--- src/source/dcache_cfg.svh ---
////////////////////////////////////////
// dcache geometry
// address split and way count for the
// two-way write-back data cache
////////////////////////////////////////

`ifndef DCACHE_CFG_SVH
`define DCACHE_CFG_SVH

`define DCACHE_ADDR_W   32
`define DCACHE_DATA_W   64
`define DCACHE_STRB_W   8

// 64 sets of one word each
`define DCACHE_INDEX_W  6
`define DCACHE_OFFSET_W 3
`define DCACHE_TAG_W    (`DCACHE_ADDR_W - `DCACHE_INDEX_W - `DCACHE_OFFSET_W)

`define DCACHE_WAYS     2
`define DCACHE_WAY_W    1

`endif

--- src/source/dcache_pkg.sv ---
////////////////////////////////////////
// dcache types
// address views and controller states
////////////////////////////////////////

`include "dcache_cfg.svh"

package dcache_pkg;

    // tag | index | byte offset
    typedef struct packed {
        logic [`DCACHE_TAG_W-1:0]    tag;
        logic [`DCACHE_INDEX_W-1:0]  index;
        logic [`DCACHE_OFFSET_W-1:0] offset;
    } addr_fields_t;

    // one address word, seen raw on the bus or split for array access
    typedef union packed {
        logic [`DCACHE_ADDR_W-1:0] raw;
        addr_fields_t              fields;
    } addr_u;

    // request controller states
    typedef enum logic [1:0] {
        IDLE   = 2'd0,
        LOOKUP = 2'd1,
        HIT    = 2'd2,
        MISS   = 2'd3
    } ctrl_state_e;

endpackage

--- src/source/store_if.sv ---
////////////////////////////////////////
// controller to way store link
// lookup, hit write, refill, recency
////////////////////////////////////////

`timescale 1ns/1ps
`include "dcache_cfg.svh"

interface store_if import dcache_pkg::*; ();

    logic                      lk_valid;
    addr_u                     lk_addr;
    logic                      wr_en;
    logic [`DCACHE_WAY_W-1:0]  wr_way;
    logic [`DCACHE_STRB_W-1:0] wr_strb;
    logic [`DCACHE_DATA_W-1:0] wr_data;
    logic                      fill_en;
    logic [`DCACHE_DATA_W-1:0] fill_data;
    logic                      touch;

    // registered lookup result
    logic                      rd_done;
    logic                      hit;
    logic [`DCACHE_WAY_W-1:0]  hit_way;
    logic [`DCACHE_DATA_W-1:0] rd_data;
    logic [`DCACHE_WAY_W-1:0]  victim_way;
    logic                      victim_dirty;
    logic [`DCACHE_TAG_W-1:0]  victim_tag;
    logic [`DCACHE_DATA_W-1:0] victim_data;

    modport ctrl (
        output lk_valid, lk_addr, wr_en, wr_way, wr_strb, wr_data,
        output fill_en, fill_data, touch,
        input  rd_done, hit, hit_way, rd_data,
        input  victim_way, victim_dirty, victim_tag, victim_data
    );

    modport store (
        input  lk_valid, lk_addr, wr_en, wr_way, wr_strb, wr_data,
        input  fill_en, fill_data, touch,
        output rd_done, hit, hit_way, rd_data,
        output victim_way, victim_dirty, victim_tag, victim_data
    );

endinterface

--- src/source/mem_job_if.sv ---
////////////////////////////////////////
// controller to memory port link
// one miss job per handshake
////////////////////////////////////////

`timescale 1ns/1ps
`include "dcache_cfg.svh"

interface mem_job_if import dcache_pkg::*; ();

    logic                      job_valid;
    logic                      job_ready;
    // line to refill
    addr_u                     job_addr;
    // dirty victim, written back first
    logic                      wb_needed;
    addr_u                     wb_addr;
    logic [`DCACHE_DATA_W-1:0] wb_data;
    logic                      job_done;
    logic [`DCACHE_DATA_W-1:0] fill_data;

    modport ctrl (
        output job_valid, job_addr, wb_needed, wb_addr, wb_data,
        input  job_ready, job_done, fill_data
    );

    modport port (
        input  job_valid, job_addr, wb_needed, wb_addr, wb_data,
        output job_ready, job_done, fill_data
    );

endinterface

--- src/source/cache_ctrl.sv ---
////////////////////////////////////////
// dcache request controller
// CPU handshake and lookup/hit/miss FSM
////////////////////////////////////////

`timescale 1ns/1ps
`include "dcache_cfg.svh"

module cache_ctrl import dcache_pkg::*; (
    input  logic                      clk,
    input  logic                      arst_n_i,
    input  logic [`DCACHE_ADDR_W-1:0] req_addr_i,
    input  logic [`DCACHE_DATA_W-1:0] req_wdata_i,
    input  logic [`DCACHE_STRB_W-1:0] req_strb_i,
    input  logic                      req_rd_valid_i,
    input  logic                      req_wr_valid_i,
    output logic                      req_ready_o,
    output logic                      rsp_valid_o,
    output logic [`DCACHE_DATA_W-1:0] rsp_rdata_o,
    store_if.ctrl                     store,
    mem_job_if.ctrl                   job
);

    ctrl_state_e state_q;
    ctrl_state_e state_d;
    addr_u       req_addr;
    addr_u       wb_addr;
    logic        req_fire;
    logic        relook_q;
    logic        job_sent_q;

    assign req_addr    = req_addr_i;
    assign req_ready_o = (state_q == IDLE);
    assign req_fire    = (req_rd_valid_i || req_wr_valid_i) && req_ready_o;
    assign rsp_valid_o = (state_q == HIT);
    assign rsp_rdata_o = store.rd_data;

    // lookup on acceptance, and again once the refilled line is written
    assign store.lk_valid  = req_fire || relook_q;
    assign store.lk_addr   = req_addr;
    assign store.wr_en     = (state_q == HIT) && req_wr_valid_i;
    assign store.wr_way    = store.hit_way;
    assign store.wr_strb   = req_strb_i;
    assign store.wr_data   = req_wdata_i;
    assign store.touch     = (state_q == HIT);
    assign store.fill_en   = (state_q == MISS) && job.job_done;
    assign store.fill_data = job.fill_data;

    // victim sits in the same set as the request
    always_comb begin
        wb_addr               = req_addr;
        wb_addr.fields.tag    = store.victim_tag;
        wb_addr.fields.offset = '0;
    end

    assign job.job_valid = (state_q == MISS) && !job_sent_q;
    assign job.job_addr  = req_addr;
    assign job.wb_needed = store.victim_dirty;
    assign job.wb_addr   = wb_addr;
    assign job.wb_data   = store.victim_data;

    always_comb begin
        state_d = state_q;
        case (state_q)
            IDLE: begin
                if (req_fire) begin
                    state_d = LOOKUP;
                end
            end
            LOOKUP: begin
                if (store.rd_done) begin
                    state_d = store.hit ? HIT : MISS;
                end
            end
            HIT: begin
                state_d = IDLE;
            end
            MISS: begin
                if (job.job_done) begin
                    state_d = LOOKUP;
                end
            end
            default: begin
                state_d = IDLE;
            end
        endcase
    end

    always_ff @(posedge clk or negedge arst_n_i) begin
        if (!arst_n_i) begin
            state_q    <= IDLE;
            relook_q   <= 1'b0;
            job_sent_q <= 1'b0;
        end else begin
            state_q  <= state_d;
            relook_q <= store.fill_en;
            // one job per miss
            if (job.job_valid && job.job_ready) begin
                job_sent_q <= 1'b1;
            end else if (job.job_done) begin
                job_sent_q <= 1'b0;
            end
        end
    end

endmodule

--- src/flat_wrapper.sv ---
// flat-port wrapper written by rule: the top's interface ports become plain ports
module cache_ctrl_flat import dcache_pkg::*;
  (clk, arst_n_i, req_addr_i, req_wdata_i, req_strb_i, req_rd_valid_i, req_wr_valid_i, req_ready_o, rsp_valid_o, rsp_rdata_o, store_lk_valid, store_lk_addr, store_wr_en, store_wr_way, store_wr_strb, store_wr_data, store_fill_en, store_fill_data, store_touch, store_rd_done, store_hit, store_hit_way, store_rd_data, store_victim_way, store_victim_dirty, store_victim_tag, store_victim_data, job_job_valid, job_job_addr, job_wb_needed, job_wb_addr, job_wb_data, job_job_ready, job_job_done, job_fill_data);
  store_if store_i ();
  mem_job_if job_i ();
  input  logic clk;
  input  logic arst_n_i;
  input  logic [`DCACHE_ADDR_W-1:0] req_addr_i;
  input  logic [`DCACHE_DATA_W-1:0] req_wdata_i;
  input  logic [`DCACHE_STRB_W-1:0] req_strb_i;
  input  logic req_rd_valid_i;
  input  logic req_wr_valid_i;
  output logic req_ready_o;
  output logic rsp_valid_o;
  output logic [`DCACHE_DATA_W-1:0] rsp_rdata_o;
  output wire logic [$bits(store_i.lk_valid)-1:0] store_lk_valid;
  output wire logic [$bits(store_i.lk_addr)-1:0] store_lk_addr;
  output wire logic [$bits(store_i.wr_en)-1:0] store_wr_en;
  output wire logic [$bits(store_i.wr_way)-1:0] store_wr_way;
  output wire logic [$bits(store_i.wr_strb)-1:0] store_wr_strb;
  output wire logic [$bits(store_i.wr_data)-1:0] store_wr_data;
  output wire logic [$bits(store_i.fill_en)-1:0] store_fill_en;
  output wire logic [$bits(store_i.fill_data)-1:0] store_fill_data;
  output wire logic [$bits(store_i.touch)-1:0] store_touch;
  input wire logic [$bits(store_i.rd_done)-1:0] store_rd_done;
  input wire logic [$bits(store_i.hit)-1:0] store_hit;
  input wire logic [$bits(store_i.hit_way)-1:0] store_hit_way;
  input wire logic [$bits(store_i.rd_data)-1:0] store_rd_data;
  input wire logic [$bits(store_i.victim_way)-1:0] store_victim_way;
  input wire logic [$bits(store_i.victim_dirty)-1:0] store_victim_dirty;
  input wire logic [$bits(store_i.victim_tag)-1:0] store_victim_tag;
  input wire logic [$bits(store_i.victim_data)-1:0] store_victim_data;
  output wire logic [$bits(job_i.job_valid)-1:0] job_job_valid;
  output wire logic [$bits(job_i.job_addr)-1:0] job_job_addr;
  output wire logic [$bits(job_i.wb_needed)-1:0] job_wb_needed;
  output wire logic [$bits(job_i.wb_addr)-1:0] job_wb_addr;
  output wire logic [$bits(job_i.wb_data)-1:0] job_wb_data;
  input wire logic [$bits(job_i.job_ready)-1:0] job_job_ready;
  input wire logic [$bits(job_i.job_done)-1:0] job_job_done;
  input wire logic [$bits(job_i.fill_data)-1:0] job_fill_data;
  assign store_lk_valid = store_i.lk_valid;
  assign store_lk_addr = store_i.lk_addr;
  assign store_wr_en = store_i.wr_en;
  assign store_wr_way = store_i.wr_way;
  assign store_wr_strb = store_i.wr_strb;
  assign store_wr_data = store_i.wr_data;
  assign store_fill_en = store_i.fill_en;
  assign store_fill_data = store_i.fill_data;
  assign store_touch = store_i.touch;
  assign store_i.rd_done = store_rd_done;
  assign store_i.hit = store_hit;
  assign store_i.hit_way = store_hit_way;
  assign store_i.rd_data = store_rd_data;
  assign store_i.victim_way = store_victim_way;
  assign store_i.victim_dirty = store_victim_dirty;
  assign store_i.victim_tag = store_victim_tag;
  assign store_i.victim_data = store_victim_data;
  assign job_job_valid = job_i.job_valid;
  assign job_job_addr = job_i.job_addr;
  assign job_wb_needed = job_i.wb_needed;
  assign job_wb_addr = job_i.wb_addr;
  assign job_wb_data = job_i.wb_data;
  assign job_i.job_ready = job_job_ready;
  assign job_i.job_done = job_job_done;
  assign job_i.fill_data = job_fill_data;
  cache_ctrl u_core (.clk(clk), .arst_n_i(arst_n_i), .req_addr_i(req_addr_i), .req_wdata_i(req_wdata_i), .req_strb_i(req_strb_i), .req_rd_valid_i(req_rd_valid_i), .req_wr_valid_i(req_wr_valid_i), .req_ready_o(req_ready_o), .rsp_valid_o(rsp_valid_o), .rsp_rdata_o(rsp_rdata_o), .store(store_i), .job(job_i));
endmodule
--- config.mk ---
export PLATFORM = sky130hd
export DESIGN_NAME = cache_ctrl_flat
export DESIGN_NICKNAME = d
export VERILOG_FILES = /design/src/source/dcache_pkg.sv /design/src/source/store_if.sv /design/src/source/mem_job_if.sv /design/src/source/cache_ctrl.sv /design/src/flat_wrapper.sv
export VERILOG_INCLUDE_DIRS = /design/src /design/src/source
export SDC_FILE = /design/constraint.sdc
export NUM_CORES = 1
export LEC_CHECK = 0
export ABC_CLOCK_PERIOD_IN_PS = 1000
export BUFFER_PORTS_ARGS = -buffer_cell sky130_fd_sc_hd__clkbuf_2
export CAP_MARGIN = 20
export CORE_AREA = 2 2 269 271
export DETAILED_ROUTE_END_ITERATION = 8
export DIE_AREA = 0 0 271 273
export PLACE_DENSITY_LB_ADDON = 0.3
export SLEW_MARGIN = 20
export SYNTH_ARGS = -nofsm -noshare
export SYNTH_HDL_FRONTEND = slang
export SYNTH_SLANG_ARGS = --single-unit
--- constraint.sdc ---
create_clock -name clk -period 1 [get_ports clk]
set_input_delay 0.05 -clock clk [delete_from_list [all_inputs] [get_ports clk]]
set_output_delay 0.05 -clock clk [all_outputs]
set_load 0.02 [all_outputs]
==> flow_metrics.tcl <==
set metrics [dict create \
    status "finished, violations left" \
    violations "setup timing" \
    first_pass_iters 5 \
    power.share.sequential_pct 14.9 \
    required_ps 950 \
    rows 98 \
    p_clk_share_pct 32.3 \
    fin_nets 376 \
    drtIter0Drc 26 \
    synth-seq-area-share_pct 3.43 \
    final_cell_mix "7 x clkbuf_2, 5 x buf_6, 4 x buf_8, 4 x dfrtp_1" \
    hold_viol 0 \
    antenna_found_initial 0 \
    wl_per_cell_um 20.9 \
    layout_commonest_cell "clkbuf_2" \
    fmax_mhz 840 \
    critPathSlowestCell "dfrtp_1" \
    min-delay-start "job_job_done" \
    r2r-end "u_core.state_q[0]$_DFFE_PN0P_" \
    cts-root-buf "clkbuf_16" \
    fin_crit_sh_pct 119 \
    rr_worst_depth 3 \
    wl_um 20700 \
    power_density_mw_per_mm2 1150 \
    crit_arrival_ps 1140 \
    period_minus_slack_ps 1190 \
    grt_pass1_vias 1054 \
    path_max_fanout 5 \
    slowest_delay_ps 400 \
    grt_pass1_wl_um 22300 \
    core_area_mm2 0.0710 \
    regArea_um2 100 \
    path_cells "buf_6 > nor2_4 > a21o_1 > clkbuf_8" \
    syn_area_mm2 0.00292 \
    grtUsageTotal_pct 5.16 \
    dieArea_mm2 0.0740 \
    routed_via_density 0.916 \
    cts_tree "done" \
    hold_depth 2 \
    fin_area_mm2 0.00168 \
    grt_max_degree 8 \
    avgSynthCellArea_um2 7.64 \
    clockBufferDepth 2 \
    hp-class "primary input to flop" \
    start_util_pct 4.11 \
    postSynthRegisterBits 4 \
    die_height_um 273 \
    combPwrFrac_pct 52.8 \
    cts.clk_slew.worst_paths_ps 30 \
    setup_slack_ps -191 \
    detail-route-antenna-nets 0 \
    dp_hpwl_um 19200 \
    regToRegSetupSlack_ps 30 \
    route.vias.total 911 \
    fill_cells 8469 \
    ir_drop_uv 669 \
    synthDistinctLibCells 15 \
    gp_congestion 0.617 \
    preCtsSetupSlack_ps -85.0 \
    antenna_cells 0 \
    p_total_mw 1.94 \
    startpoint_type "flop" \
    cap_violations 0 \
    insertion_delay_ps 220 \
    ios 699 \
    holdPathEnd "u_core.job_sent_q$_DFFE_PN0P_" \
    grt_overflow 0 \
    yosysWarnings 0 \
    leakage_nw 0.264 \
    synth.area.top_cells "buf_4 93%, dfrtp_1 3.4%, mux2i_1 0.34%" \
    area_delta_synth_final_pct -42.3 \
    postLayoutCoreUtil_pct 2.37 \
    die_w_um 271 \
    synth_top_cell_by_area "buf_4" \
    power.internal_mw 1.30 \
    crit_start "u_core.state_q[0]$_DFFE_PN0P_" \
    drive_gt1_share_pct 63.6 \
    drv_slew 0 \
    cts_buffers 3 \
    synth_top_area_share_pct 93.4 \
    clkSinkCount 4 \
    rsz0062_at_grt "yes" \
    setup_violations 7 \
    switchingPower_mw 0.635 \
    endpoint_kind "output pin" \
    syn_inst 382 \
    reg2reg_from "u_core.state_q[1]$_DFFE_PN0P_" \
    h-tree-depth 1 \
    swShare_pct 32.8 \
    crit_type "flop to output pin" \
    clock_skew_ps 0.0875 \
    multi_input_area_um2 129 \
    dpl-instance-area_mm2 0.00151 \
    drcViolationCount 0 \
    io_buffers 14 \
]
[synthesized netlist by cell type]
library cell	number
buf_4	363
dfrtp_1	4
nand2_1	2
nor2_1	2
a21o_1	1
a22o_1	1
and2_1	1
and3_2	1
conb_1	1
mux2i_1	1
nand3_1	1
nand3b_1	1
nor2b_1	1
o211a_1	1
or2_1	1
[cell families (layout without fill, tap and decap cells)]
family,Yosys count,after routing,synth area share (%)
and+or+nand+nor,10,10,1.84
AOI/OAI and AO/OA,3,3,0.900
DFF,4,4,3.43
buffers and inverters,363,23,93.4
other,1,3,0.128
muxes,1,1,0.343
[sequential cells by signal, indices dropped and copies added (netlist names)]
name and count:
u_core.job_sent_q 1, u_core.relook_q 1, u_core.state_q 2
[cell type report]
type	instances	area share, %
well taps	950	70.6
repair buffers	20	11.3
multi-input cells	17	7.66
flip-flops and latches	4	5.95
clock buffers	3	4.46
[metal layers]
| layer | vias up | global-route usage, % | part of all wire [%] | routed length (um) |
|---|---|---|---|---|
| met5 | - | 0.0642 | 0 | 0 |
| met2 | 380 | 7.83 | 42 | 8730 |
| met1 | 220 | 0.809 | 5.9 | 1220 |
| li1 | 113 | - | - | - |
| met3 | 198 | 9.16 | 39 | 8170 |
| met4 | 0 | 5.89 | 13 | 2630 |
[worst max-delay path: cells and delay by family (launching register included)]
| kind | cells | cell delay (ps) |
|---|---|---|
| simple gates | 1 | 90 |
| buf+inv | 2 | 290 |
| compound gates | 1 | 130 |
| flops | 1 | 400 |
[per-stage QoR]
stage          hold slack (ps)  instances  setup TNS, ps
2_1_floorplan             -246        384          -55.8
3_3_place_gp              -122        989           -108
3_5_place_dp              -126        989           -141
4_1_cts                   54.6        993           -957
5_1_grt                   72.5        994          -1060
6_report                  54.5        994           -809
[how the worst max path moves through the flow]
stage and endpoint:
2_1_floorplan store_wr_en, 3_3_place_gp store_wr_en, 3_5_place_dp store_wr_en, 4_1_cts store_lk_valid
5_1_grt store_lk_valid, 6_report store_lk_valid
[repair_timing]
action / 4_1_cts / 5_1_grt
hold endpoints to repair: 4 / 0
gates resized for setup: 20 / 10
endpoints found under the setup margin: 7 / 8
hold buffers: 1 / 0
pin swaps: 2 / 2
setup buffers: 2 / 2
[power groups by stage]
stage / Sequential, mW / Clock [mW] / Combinational (mW)
final: 0.288 / 0.625 / 1.02
after global routing: 0.296 / 0.650 / 1.08
after CTS: 0.289 / 0.643 / 0.936
after detailed placement: 0.266 / 0 / 0.686
after global placement: 0.266 / 0 / 0.687
after floorplan: 0.304 / 0 / 2.45
(Power assumes the default switching activity.)
